**src/rtl/ThorDecodePkg.sv**
```systemverilog
package ThorDecodePkg;

	// ======================================================================
	// Register file and register block constants
	// ======================================================================

	localparam int NumRegs = 64;
	// Link registers for BSR/JSR start here, instruction bits 8:7 pick one of four
	localparam int LinkRegBase = 56;
	localparam int ReturnReg = 62;
	localparam int CsrAddrWidth = 5;

	// Byte offsets of the register block
	localparam logic [CsrAddrWidth-1:0] CsrCtrl = 5'h00;
	localparam logic [CsrAddrWidth-1:0] CsrIssued = 5'h04;
	localparam logic [CsrAddrWidth-1:0] CsrStalls = 5'h08;
	localparam logic [CsrAddrWidth-1:0] CsrPendLo = 5'h0C;
	localparam logic [CsrAddrWidth-1:0] CsrPendHi = 5'h10;

	// AXI4-Lite response codes
	localparam logic [1:0] RespOkay = 2'b00;
	localparam logic [1:0] RespSlvErr = 2'b10;

	// ======================================================================
	// Instruction encodings
	// ======================================================================

	// Register 0 doubles as "no register"
	typedef logic [$clog2(NumRegs)-1:0] regspec_t;

	typedef enum logic [6:0] {
		OP_R2 = 7'd2, OP_FLT2 = 7'd12, OP_FLT3 = 7'd13,
		OP_BSR = 7'd32, OP_JSR = 7'd33, OP_RTD = 7'd34,
		OP_ADDI = 7'd4, OP_SUBFI = 7'd5, OP_CMPI = 7'd6, OP_MULI = 7'd7,
		OP_DIVI = 7'd8, OP_SLTI = 7'd9, OP_MULUI = 7'd14, OP_DIVUI = 7'd15,
		OP_ANDI = 7'd16, OP_ORI = 7'd17, OP_EORI = 7'd18,
		OP_CSR = 7'd24, OP_MOV = 7'd25,
		OP_LDB = 7'd64, OP_LDBU = 7'd65, OP_LDW = 7'd66, OP_LDWU = 7'd67,
		OP_LDT = 7'd68, OP_LDTU = 7'd69, OP_LDO = 7'd70, OP_LDA = 7'd74,
		OP_LDX = 7'd79,
		OP_STB = 7'd80, OP_STO = 7'd83,
		OP_BEQ = 7'd38,
		OP_NOP = 7'd127
	} opcode_t;

	// Function codes of the register-register group, any other value is undefined
	typedef enum logic [6:0] {
		FN_ADD = 7'h04, FN_CMP = 7'h05, FN_MUL = 7'h06, FN_DIV = 7'h07,
		FN_SUB = 7'h08, FN_MULU = 7'h0E, FN_DIVU = 7'h0F, FN_MULH = 7'h10,
		FN_MOD = 7'h11, FN_MULUH = 7'h12, FN_MODU = 7'h13,
		FN_AND = 7'h20, FN_OR = 7'h21, FN_EOR = 7'h22, FN_ANDC = 7'h23,
		FN_NAND = 7'h24, FN_NOR = 7'h25, FN_ENOR = 7'h26, FN_ORC = 7'h27,
		FN_SEQ = 7'h28, FN_SNE = 7'h29, FN_SLT = 7'h2A, FN_SLE = 7'h2B,
		FN_SLTU = 7'h2C, FN_SLEU = 7'h2D
	} func_t;

	// 40-bit instruction, the field positions are shared by all formats
	typedef struct packed {
		// Bits 39:33, only meaningful for OP_R2
		func_t func;
		// Bits 32:25 hold immediates and are not decoded here
		logic [7:0] spare;
		regspec_t rb;
		regspec_t ra;
		regspec_t rt;
		opcode_t opcode;
	} instruction_t;

	// Result of decode as it leaves the stage
	typedef struct packed {
		regspec_t rt;
		regspec_t ra;
		regspec_t rb;
		logic writesRt;
		logic usesRa;
		logic usesRb;
	} decodedOp_t;

endpackage

```
**src/rtl/ThorDecodeCtrlIf.sv**
```systemverilog
interface ThorDecodeCtrlIf;
	import ThorDecodePkg::*;

	// Issue enable from the register block
	logic enable;
	// Single-cycle event pulses from the stage
	logic issued;
	logic stalled;
	// One bit per register with a write still in flight
	logic [NumRegs-1:0] pending;

	// Register block owns enable and watches everything else
	modport csr (output enable, input issued, input stalled, input pending);

	// Stage obeys enable and reports its events
	modport stage (input enable, output issued, output stalled);

	// Scoreboard publishes the pending mask
	modport board (output pending);

endinterface

```
**src/rtl/ThorDecodeCsr.sv**
```systemverilog
module ThorDecodeCsr
(
	input logic clk,
	input logic reset,
	input logic awvalid,
	output logic awready,
	input logic [ThorDecodePkg::CsrAddrWidth-1:0] awaddr,
	input logic wvalid,
	output logic wready,
	input logic [31:0] wdata,
	input logic [3:0] wstrb,
	output logic bvalid,
	input logic bready,
	output logic [1:0] bresp,
	input logic arvalid,
	output logic arready,
	input logic [ThorDecodePkg::CsrAddrWidth-1:0] araddr,
	output logic rvalid,
	input logic rready,
	output logic [31:0] rdata,
	output logic [1:0] rresp,
	ThorDecodeCtrlIf.csr ctrl
);
	import ThorDecodePkg::*;

	logic enableQ;
	logic [31:0] issuedCount;
	logic [31:0] stallCount;
	logic [31:0] readMux;
	logic writeGo;
	logic readGo;

	function automatic logic isMapped(input logic [CsrAddrWidth-1:0] addr);
		return (addr == CsrCtrl) || (addr == CsrIssued) || (addr == CsrStalls)
			|| (addr == CsrPendLo) || (addr == CsrPendHi);
	endfunction

	assign writeGo = awvalid && awready && wvalid && wready;
	assign readGo = arvalid && arready;

	// ======================================================================
	// Write channel
	// ======================================================================

	// AW and W are taken together in one cycle, and never while B is still owed
	always_ff @(posedge clk)
	begin
		if (reset)
		begin
			awready <= 1'b0;
			wready <= 1'b0;
			bvalid <= 1'b0;
		end
		else
		begin
			awready <= awvalid && wvalid && !awready && !bvalid;
			wready <= awvalid && wvalid && !awready && !bvalid;
			if (writeGo)
				bvalid <= 1'b1;
			else if (bvalid && bready)
				bvalid <= 1'b0;
		end
	end

	always_ff @(posedge clk)
	begin
		if (writeGo)
			bresp <= isMapped(awaddr) ? RespOkay : RespSlvErr;
	end

	// Control bit and counters, a write to a counter clears it
	always_ff @(posedge clk)
	begin
		if (reset)
		begin
			enableQ <= 1'b0;
			issuedCount <= '0;
			stallCount <= '0;
		end
		else
		begin
			if (writeGo && (awaddr == CsrCtrl) && wstrb[0])
				enableQ <= wdata[0];
			if (writeGo && (awaddr == CsrIssued))
				issuedCount <= '0;
			else if (ctrl.issued)
				issuedCount <= issuedCount + 32'd1;
			if (writeGo && (awaddr == CsrStalls))
				stallCount <= '0;
			else if (ctrl.stalled)
				stallCount <= stallCount + 32'd1;
		end
	end

	assign ctrl.enable = enableQ;

	// ======================================================================
	// Read channel
	// ======================================================================

	always_comb
	begin
		case (araddr)
			CsrCtrl: readMux = {31'd0, enableQ};
			CsrIssued: readMux = issuedCount;
			CsrStalls: readMux = stallCount;
			CsrPendLo: readMux = ctrl.pending[31:0];
			CsrPendHi: readMux = ctrl.pending[63:32];
			default: readMux = '0;
		endcase
	end

	// One read in flight at a time
	always_ff @(posedge clk)
	begin
		if (reset)
		begin
			arready <= 1'b0;
			rvalid <= 1'b0;
		end
		else
		begin
			arready <= arvalid && !arready && !rvalid;
			if (readGo)
				rvalid <= 1'b1;
			else if (rvalid && rready)
				rvalid <= 1'b0;
		end
	end

	always_ff @(posedge clk)
	begin
		if (readGo)
		begin
			rdata <= readMux;
			rresp <= isMapped(araddr) ? RespOkay : RespSlvErr;
		end
	end

	// Every write response traces back to a completed AW/W handshake
	assert property (@(posedge clk) disable iff (reset)
		$rose(bvalid) |-> $past(awvalid && awready && wvalid && wready))
		else $error("bvalid raised without an accepted write");

endmodule

```
**src/rtl/ThorDecodeRt.sv**
```systemverilog
module ThorDecodeRt
(
	input ThorDecodePkg::instruction_t instr,
	output ThorDecodePkg::regspec_t rt
);
	import ThorDecodePkg::*;

	// Target register selection, register 0 means nothing is written
	always_comb
	begin
		case (instr.opcode)
			OP_R2:
			begin
				// Only defined functions write a result
				case (instr.func)
					FN_ADD, FN_CMP, FN_MUL, FN_DIV, FN_SUB,
					FN_MULU, FN_DIVU, FN_MULH, FN_MOD, FN_MULUH, FN_MODU,
					FN_AND, FN_OR, FN_EOR, FN_ANDC, FN_NAND, FN_NOR,
					FN_ENOR, FN_ORC,
					FN_SEQ, FN_SNE, FN_SLT, FN_SLE, FN_SLTU, FN_SLEU:
						rt = instr.rt;
					default:
						rt = '0;
				endcase
			end
			OP_FLT2, OP_FLT3:
				rt = instr.rt;
			// Subroutine calls write one of four link registers
			// The link index sits in the low two bits of the Rt field
			OP_BSR, OP_JSR:
				rt = regspec_t'(LinkRegBase + int'(instr[8:7]));
			// Return-and-deallocate updates the stack pointer
			OP_RTD:
				rt = regspec_t'(ReturnReg);
			// Immediate ALU group
			OP_ADDI, OP_SUBFI, OP_CMPI, OP_MULI, OP_DIVI, OP_SLTI,
			OP_MULUI, OP_DIVUI, OP_ANDI, OP_ORI, OP_EORI:
				rt = instr.rt;
			OP_CSR, OP_MOV:
				rt = instr.rt;
			// Every load width writes its destination
			OP_LDB, OP_LDBU, OP_LDW, OP_LDWU, OP_LDT, OP_LDTU,
			OP_LDO, OP_LDA, OP_LDX:
				rt = instr.rt;
			// Stores, branches and NOP write nothing
			default:
				rt = '0;
		endcase
	end

endmodule

```
**src/rtl/ThorDecodeSrc.sv**
```systemverilog
module ThorDecodeSrc
(
	input ThorDecodePkg::instruction_t instr,
	output ThorDecodePkg::regspec_t ra,
	output ThorDecodePkg::regspec_t rb,
	output logic usesRa,
	output logic usesRb
);
	import ThorDecodePkg::*;

	// Which source operands the opcode reads
	always_comb
	begin
		usesRa = 1'b0;
		usesRb = 1'b0;
		case (instr.opcode)
			// Two-operand groups, stores read the address base and the data
			OP_R2, OP_FLT3, OP_STB, OP_STO:
			begin
				usesRa = 1'b1;
				usesRb = 1'b1;
			end
			OP_ADDI, OP_SUBFI, OP_CMPI, OP_MULI, OP_DIVI, OP_SLTI,
			OP_MULUI, OP_DIVUI, OP_ANDI, OP_ORI, OP_EORI:
				usesRa = 1'b1;
			// Loads only need the base register
			OP_LDB, OP_LDBU, OP_LDW, OP_LDWU, OP_LDT, OP_LDTU,
			OP_LDO, OP_LDA, OP_LDX:
				usesRa = 1'b1;
			OP_MOV, OP_FLT2, OP_BEQ, OP_CSR:
				usesRa = 1'b1;
			// BSR, JSR, RTD and NOP read no general register
			default:
			begin
				usesRa = 1'b0;
				usesRb = 1'b0;
			end
		endcase
	end

	// An unused source is reported as register 0 so it never hits the scoreboard
	assign ra = usesRa ? instr.ra : '0;
	assign rb = usesRb ? instr.rb : '0;

endmodule

```
**src/rtl/ThorDecodeStage.sv**
```systemverilog
module ThorDecodeStage
(
	input logic clk,
	input logic reset,
	input logic inValid,
	input ThorDecodePkg::instruction_t inInstr,
	output logic inReady,
	output logic outValid,
	output ThorDecodePkg::decodedOp_t outOp,
	input logic outReady,
	input logic hazard,
	output logic setValid,
	output ThorDecodePkg::regspec_t setReg,
	output ThorDecodePkg::decodedOp_t checkOp,
	ThorDecodeCtrlIf.stage ctrl
);
	import ThorDecodePkg::*;

	regspec_t rtDec;
	regspec_t raDec;
	regspec_t rbDec;
	logic usesRaDec;
	logic usesRbDec;
	logic accept;

	ThorDecodeRt rtDecoder (.instr(inInstr), .rt(rtDec));

	ThorDecodeSrc srcDecoder (
		.instr(inInstr),
		.ra(raDec),
		.rb(rbDec),
		.usesRa(usesRaDec),
		.usesRb(usesRbDec)
	);

	// Candidate op, also handed to the scoreboard for the hazard check
	assign checkOp = '{rt: rtDec, ra: raDec, rb: rbDec, writesRt: (rtDec != '0),
		usesRa: usesRaDec, usesRb: usesRbDec};

	// Room in the output register, issue enabled and no register conflict
	assign inReady = ctrl.enable && (!outValid || outReady) && !hazard;
	assign accept = inValid && inReady;

	// Issue marks the target pending at the same edge
	assign setValid = accept && checkOp.writesRt;
	assign setReg = checkOp.rt;

	assign ctrl.issued = accept;
	// Counts waiting cycles caused by conflicts, not back-pressure
	assign ctrl.stalled = inValid && ctrl.enable && hazard;

	// Output register valid flag
	always_ff @(posedge clk)
	begin
		if (reset)
			outValid <= 1'b0;
		else if (accept)
			outValid <= 1'b1;
		else if (outReady)
			outValid <= 1'b0;
	end

	// Payload only moves on acceptance
	always_ff @(posedge clk)
	begin
		if (accept)
			outOp <= checkOp;
	end

	// A stalled output holds both its valid and its data
	assert property (@(posedge clk) disable iff (reset)
		(outValid && !outReady) |=> (outValid && $stable(outOp)))
		else $error("Output changed under back-pressure");

endmodule

```
**src/rtl/ThorDecodeTop.sv**
```systemverilog
module ThorDecodeTop
(
	input logic clk,
	input logic reset,
	// Instruction stream in
	input logic inValid,
	input ThorDecodePkg::instruction_t inInstr,
	output logic inReady,
	// Decoded ops out
	output logic outValid,
	output ThorDecodePkg::decodedOp_t outOp,
	input logic outReady,
	// Writeback report from execution
	input logic wbValid,
	input ThorDecodePkg::regspec_t wbReg,
	// AXI4-Lite slave
	input logic awvalid,
	output logic awready,
	input logic [ThorDecodePkg::CsrAddrWidth-1:0] awaddr,
	input logic wvalid,
	output logic wready,
	input logic [31:0] wdata,
	input logic [3:0] wstrb,
	output logic bvalid,
	input logic bready,
	output logic [1:0] bresp,
	input logic arvalid,
	output logic arready,
	input logic [ThorDecodePkg::CsrAddrWidth-1:0] araddr,
	output logic rvalid,
	input logic rready,
	output logic [31:0] rdata,
	output logic [1:0] rresp
);
	import ThorDecodePkg::*;

	logic hazard;
	logic setValid;
	regspec_t setReg;
	decodedOp_t checkOp;

	ThorDecodeCtrlIf ctrlIf ();

	ThorDecodeStage stage (
		.clk, .reset, .inValid, .inInstr, .inReady, .outValid, .outOp, .outReady,
		.hazard, .setValid, .setReg, .checkOp, .ctrl(ctrlIf.stage)
	);

	ThorScoreboard board (
		.clk, .reset, .setValid, .setReg, .wbValid, .wbReg, .checkOp, .hazard,
		.ctrl(ctrlIf.board)
	);

	ThorDecodeCsr csr (
		.clk, .reset, .awvalid, .awready, .awaddr, .wvalid, .wready, .wdata, .wstrb,
		.bvalid, .bready, .bresp, .arvalid, .arready, .araddr, .rvalid, .rready,
		.rdata, .rresp, .ctrl(ctrlIf.csr)
	);

endmodule

```
**src/rtl/ThorScoreboard.sv**
```systemverilog
module ThorScoreboard
(
	input logic clk,
	input logic reset,
	input logic setValid,
	input ThorDecodePkg::regspec_t setReg,
	input logic wbValid,
	input ThorDecodePkg::regspec_t wbReg,
	input ThorDecodePkg::decodedOp_t checkOp,
	output logic hazard,
	ThorDecodeCtrlIf.board ctrl
);
	import ThorDecodePkg::*;

	logic [NumRegs-1:0] pendingQ;

	// ======================================================================
	// Pending bits
	// ======================================================================

	// Writeback clears first, so a set at the same edge wins
	// The hazard check keeps the two from naming the same register
	always_ff @(posedge clk)
	begin
		if (reset)
			pendingQ <= '0;
		else
		begin
			if (wbValid)
				pendingQ[wbReg] <= 1'b0;
			// The stage only raises setValid for a nonzero target
			if (setValid)
				pendingQ[setReg] <= 1'b1;
		end
	end

	assign ctrl.pending = pendingQ;

	// Any operand or the target still in flight blocks the candidate
	// There is no bypass, so a writeback only helps from the next cycle
	assign hazard = (checkOp.usesRa && pendingQ[checkOp.ra])
		|| (checkOp.usesRb && pendingQ[checkOp.rb])
		|| (checkOp.writesRt && pendingQ[checkOp.rt]);

	// ======================================================================
	// Checks
	// ======================================================================

	// The execution side may only retire writes that were issued
	assert property (@(posedge clk) disable iff (reset)
		wbValid |-> pendingQ[wbReg])
		else $error("Writeback to register %0d with no pending write", wbReg);

	// Register 0 is a sink and must never be marked as a target by the stage
	assert property (@(posedge clk) disable iff (reset) !pendingQ[0])
		else $error("Register 0 marked pending");

endmodule

```
**config.mk**
```make
export PLATFORM = sky130hd
export DESIGN_NAME = ThorDecodeTop
export DESIGN_NICKNAME = d
export VERILOG_FILES = /design/src/rtl/ThorDecodePkg.sv /design/src/rtl/ThorDecodeCtrlIf.sv /design/src/rtl/ThorDecodeCsr.sv /design/src/rtl/ThorDecodeRt.sv /design/src/rtl/ThorDecodeSrc.sv /design/src/rtl/ThorDecodeStage.sv /design/src/rtl/ThorDecodeTop.sv /design/src/rtl/ThorScoreboard.sv
export SDC_FILE = /design/constraint.sdc
export NUM_CORES = 1
export LEC_CHECK = 0
export ABC_AREA = 1
export ABC_CLOCK_PERIOD_IN_PS = 3700
export BUFFER_PORTS_ARGS = -buffer_cell sky130_fd_sc_hd__buf_4
export CAP_MARGIN = 20
export CORE_MARGIN = 10
export CORE_UTILIZATION = 50
export CTS_CLUSTER_DIAMETER = 30
export DETAILED_ROUTE_END_ITERATION = 16
export PLACE_DENSITY = 0.71
export SKIP_LAST_GASP = 1
export SYNTH_ARGS = -nofsm -noshare
export SYNTH_HDL_FRONTEND = slang
export SYNTH_SLANG_ARGS = --single-unit
export TNS_END_PERCENT = 10
```
**constraint.sdc**
```tcl
create_clock -name clk -period 3.7 [get_ports clk]
set_input_delay 0.37 -clock clk [delete_from_list [all_inputs] [get_ports clk]]
set_output_delay 0.37 -clock clk [all_outputs]
set_load 0.02 [all_outputs]
```
Yosys cells after proc, flatten, opt, wreduce, memory -nomap -nowiden:

Cells that the tools add are included.

* $add $sub $neg: 3
* eq/ne operators: 64
* multiplexer cells: 28
* reductions and logical operators: 56
* order comparisons: 6
* bitwise operators: 3

Operators with widths (number)
* $mux W64: 3
* $pmux W32 S5: 1
* $eq A7 B6 Y1 const B: 18
* $eq A7 B7 Y1 const B: 11
* $add A32 B1 Y32 const B: 2
* $and A64 B64 Y64: 1
* $not A64 Y64: 1
* $or A64 B64 Y64: 1
* $eq A7 B4 Y1 const B: 9
* $eq A7 B5 Y1 const B: 9
* $eq A7 B3 Y1 const B: 8
* $lt A6 B7 Y1 const B: 4
* $reduce_or A28 Y1: 1
* $logic_and A1 B1 Y1: 26
* $reduce_or A25 Y1: 1
* $pmux W6 S4: 1
* $reduce_or A24 Y1: 1
* $eq A5 B4 Y1 const B: 4
* $bmux W1 S6: 3
* $mux W6: 3
* $mux W1: 13
* $demux W1 S6: 2
* $ge A6 B1 Y1 const B: 2
* $logic_or A1 B1 Y1: 11
* other kinds (11): 24

* bits in registers: 191
* input port bits: 102
* word-level logic and storage cells: 178

Longest topological paths before layout:

* depth after elaboration: 14
* depth in mapped cells: 27

By module:

A second synthesis with hierarchy kept.

* cells, all modules: 1821
* area total of the unflattened synthesis: 11940.2 um^2

By module, submodules not included
* ThorDecodeCsr: cells an instance 819, times used 1, sequential area each 2402.3 um^2, area each 5740.5 um^2
* ThorScoreboard: cells an instance 793, times used 1, sequential area each 1281.2 um^2, area each 4703.3 um^2
* ThorDecodeStage: cells an instance 50, times used 1, sequential area each 650.6 um^2, area each 798.3 um^2
* ThorDecodeRt: cells an instance 81, times used 1, sequential area each 0.0 um^2, area each 365.4 um^2
* ThorDecodeSrc: cells an instance 78, times used 1, sequential area each 0.0 um^2, area each 332.8 um^2

Least setup slack after synthesis:

OpenSTA, ideal clock, no wires.

* path type: input-to-reg
* from: in inInstr[3] in the netlist's numbering
* to: reg, netlist name stage.outOp[0]
* arrival: 2.648 ns
* stages on the path: 19
* required time: 3.323 ns
* setup time: 0.377 ns
* slack: 0.675 ns
* buffers on the path: 2
* path through: nor2_1 inv_1 nor2_1 a21oi_4 nand2_4 nand2_4 inv_2 buf_6 buf_4 o211ai_1 nand3_1 nand3_1 nand3_1 nand3_1 nand3_1 nand3_2 nor2_4 nand2_2 inv_1

RTL lines
* start: declaration: line ThorDecodeTop.sv:7 `input ThorDecodePkg::instruction_t inInstr,`

==> results.py <==
metrics = {
    "outcome": {
        "status": "finished, final reports clean",
    },
    "synthesis": {
        "post_synth_instance_area_sq_um": 12240,
        "synth_seq_cells": 189,
        "yosysUniqueCellTypes": 41,
        "synth_ff_type": "dfxtp_1",
        "synth_top_area_share_pct": 21.91,
        "synth_warnings": 0,
        "synth_cells": 1818,
        "synth-edff-count": 55,
        "postSynth.asyncResetShare_pct": 0,
        "yosys.area.top_type": "dfxtp_1",
        "yosys-top-cells-area": "dfxtp_1, edfxtp_1, nand2_1",
        "syn_area_per_cell_sq_um": 6.734,
        "ys_seq_area_share_pct": 35.40,
    },
    "power_and_ir_drop": {
        "share_comb_of_total_power_pct": 11.7,
        "leakagePower_nw": 5.127,
        "p_seq_share_pct": 45.5,
        "clkPwrFrac_pct": 42.8,
        "p_switching_w": 0.001322,
        "p_int_w": 0.003373,
        "p_per_area_nw_per_um2": 334.9,
        "swShare_pct": 28.15,
        "vdd_drop_max_v": 0.0002828,
    },
    "sta": {
        "setup_viol": 0,
        "final-max-slew-violation-count": 0,
        "tightest_slew_ns": 0.9952,
        "fin_setup_tns_ns": 0,
        "fmax_ghz": 0.2818,
        "rsz0062_at_grt": "no",
        "max-slew-margin-rel_pct": 33.45,
        "fin_crit_sh_pct": 95.91,
        "hold_violations": 0,
        "skew_ns": 0.01583,
        "fin_hold_ws_ns": 0.1552,
        "period_minus_slack_ns": 3.549,
    },
    "critical_path": {
        "cp.required_ns": 3.33,
        "start_kind": "input port",
        "crit_slowest_cell": "nand3_2",
        "cp_slowest_stage_delay_ns": 0.23,
        "path_class": "in -> out",
        "cp_cell_sequence": "buf_4 > nor2_1 > inv_1 > nor2_1 > a21oi_4 > nand2_4 > nand2_4 > inv_2 > buf_12 > o211ai_1 > nand3_1 > nand3_1 > nand3_1 > nand3_1 > nand3_1 > nand3_2 > nor2_4 > buf_12 > buf_4",
        "cp_max_fo": 47,
        "crit_buf_inv": 6,
        "crit_path_frequent_cell": "nand3_1",
        "cp.arrival_ns": 3.18,
        "end_kind": "output pin",
        "crit_family": "simple AND/OR/NAND/NOR gates",
    },
    "layout": {
        "antenna_cells": 0,
        "areaGrowthSynthToFinish_pct": 14.51,
        "drive_gt1_share_pct": 12.30,
        "mostFrequentLayoutCells": "nand2_1, nand3_1, inv_1",
        "fin_area_sq_um": 14020,
        "final_common_cell": "nand2_1",
        "nets": 2001,
    },
    "die": {
        "die_h_um": 176.5,
        "fp-row-count": 57,
        "dieArea_sq_um": 31140,
        "initial_core_util_pct": 50.63,
        "die_w_um": 176.5,
        "pin_count": 166,
        "core_area_sq_um": 24180,
    },
    "placement": {
        "placed_area_sq_um": 13370,
        "portBuffers": 121,
        "gp_congestion": 1.015,
        "post-dp-hpwl_um": 33580,
    },
    "global_route": {
        "grt_max_degree": 83,
        "grt_overflow_total": 0,
        "antenna_found_initial": 0,
        "grt_usage_pct": 27.96,
        "grt_pass1_wl_um": 69110,
        "grt_pass1_vias": 11984,
    },
    "clocking": {
        "cts_buffers": 17,
        "htreeDepth": 4,
        "post_cts_buffers": 0,
        "clock_latency_ns": 0.45,
        "cts_tree": "done",
        "clock-root-buffer": "clkbuf_16",
        "cts.sinks": 189,
        "ctsHoldBuffers": 0,
        "cts.path.max_buffers": 2,
        "clk_pin_slew_worst_paths_ns": 0.08,
    },
    "route": {
        "vias": 13391,
        "detail-route-antenna-nets": 0,
        "avgRoutedWirePerCell_um": 20.10,
        "dr.pass1.iters": 6,
        "drtIter0Drc": 2046,
        "drcViolationCount": 0,
        "drt-total-wl_um": 44910,
        "viasPerCell": 5.994,
    },
    "worst_hold_path": {
        "holdCritPathClass": "in -> reg",
    },
    "run": {
        "cap_violations": 0,
    },
}
-- cells in the mapped netlist (all sizes together) (2+ instances only) --
cell / number
nor3b: 4
nor4: 14
buf: 55
dfxtp: 134
o2111ai: 4
nand2: 448
o31ai: 6
nor3: 42
ha: 2
a21oi: 151
clkinv: 2
xor2: 50
o22ai: 27
nand3b: 20
inv: 181
nor2: 170
edfxtp: 55
a221oi: 2
nand4: 80
o21ai: 100
a221o: 11
clkbuf: 42
o211ai: 27
nand3: 187
-- power groups by stage --
| stage | clock (W) | sequential (W) | combinational [W] |
|---|---|---|---|
| 2_1_floorplan | 0 | 0.00219 | 0.000336 |
| 3_3_place_gp | 0 | 0.00218 | 0.000526 |
| 3_5_place_dp | 0 | 0.00218 | 0.000532 |
| 4_1_cts | 0.00201 | 0.00214 | 0.000533 |
| 5_1_grt | 0.00209 | 0.00214 | 0.000593 |
| 6_report | 0.00201 | 0.00214 | 0.000550 |
-- worst paths after layout --
kind                                from            endpoint  slack (ns)  cells after the start
setup / recovery              inInstr[2]             inReady        0.15                     19
hold / removal                   awvalid         csr.awready        0.16                      3
setup reg to reg  board.ctrl.pending[62]  csr.stallCount[17]        1.07                     12
hold reg to reg              csr.arready         csr.arready        0.45                      1
-- routing by layer --
metal  track usage (%)  wire [um]  vias up
li1                  -          -     6315
met1             39.57      18740     6095
met2             39.94      18760      892
met3             7.924       6116       89
met4             9.247       1285        0
met5                 0          0        -
-- registers in the layout, indices dropped and copies added (netlist names) --
register,cells
board.ctrl.pending,64
csr.issuedCount,32
csr.rdata,32
csr.stallCount,32
stage.outOp,21
csr.arready,1
csr.awready,1
csr.bresp,1
csr.bvalid,1
csr.ctrl.enable,1
csr.rresp,1
csr.rvalid,1
stage.outValid,1
-- cell families after synthesis --
logic type | after synthesis | synth area share, %
and+or+nand+nor | 965 | 35.60
buffers and inverters | 280 | 9.853
xor gates and xnor gates | 51 | 3.649
adders and majority gates | 2 | 0.2044
AOI/OAI and AO/OA | 330 | 15.26
DFF | 189 | 35.40
other | 1 | 0.03063
-- worst register-to-register path, delay by kind of cell (launching register included) --
family | cells | cell delay (ns)
buffers and inverters | 2 | 0.61
flip-flops | 1 | 0.57
AND/OR/NAND/NOR | 8 | 0.98
AO/OA/AOI/OAI | 2 | 0.38
-- metrics by stage --
stage	util (%)	setup WS (ns)	total power (W)	std cells
floorplan	-	0.6753	0.002531	1819
detailed placement	55.30	0.1227	0.002715	2202
global placement	55.30	0.1787	0.002709	2202
CTS	57.92	0.2203	0.004674	2234
finish	57.98	0.1513	0.004695	2234
global route	57.98	0.003789	0.004820	2234
-- repair_timing --
item / 4_1_cts / 5_1_grt
gates resized for setup: 0 / 4
setup endpoints to repair: 0 / 1
hold endpoints to repair: 0 / 0
-- cell type report --
type	count	area, sq um
fill	2356	10160
multi-input combinational	1350	6720
sequential	189	4334
timing repair buffer	156	1237
inverter	183	688.2
clock buffer	19	464.2
tap	324	405.4
clock inverter	13	168.9
Note: power is estimated with default switching activity, not from simulation.
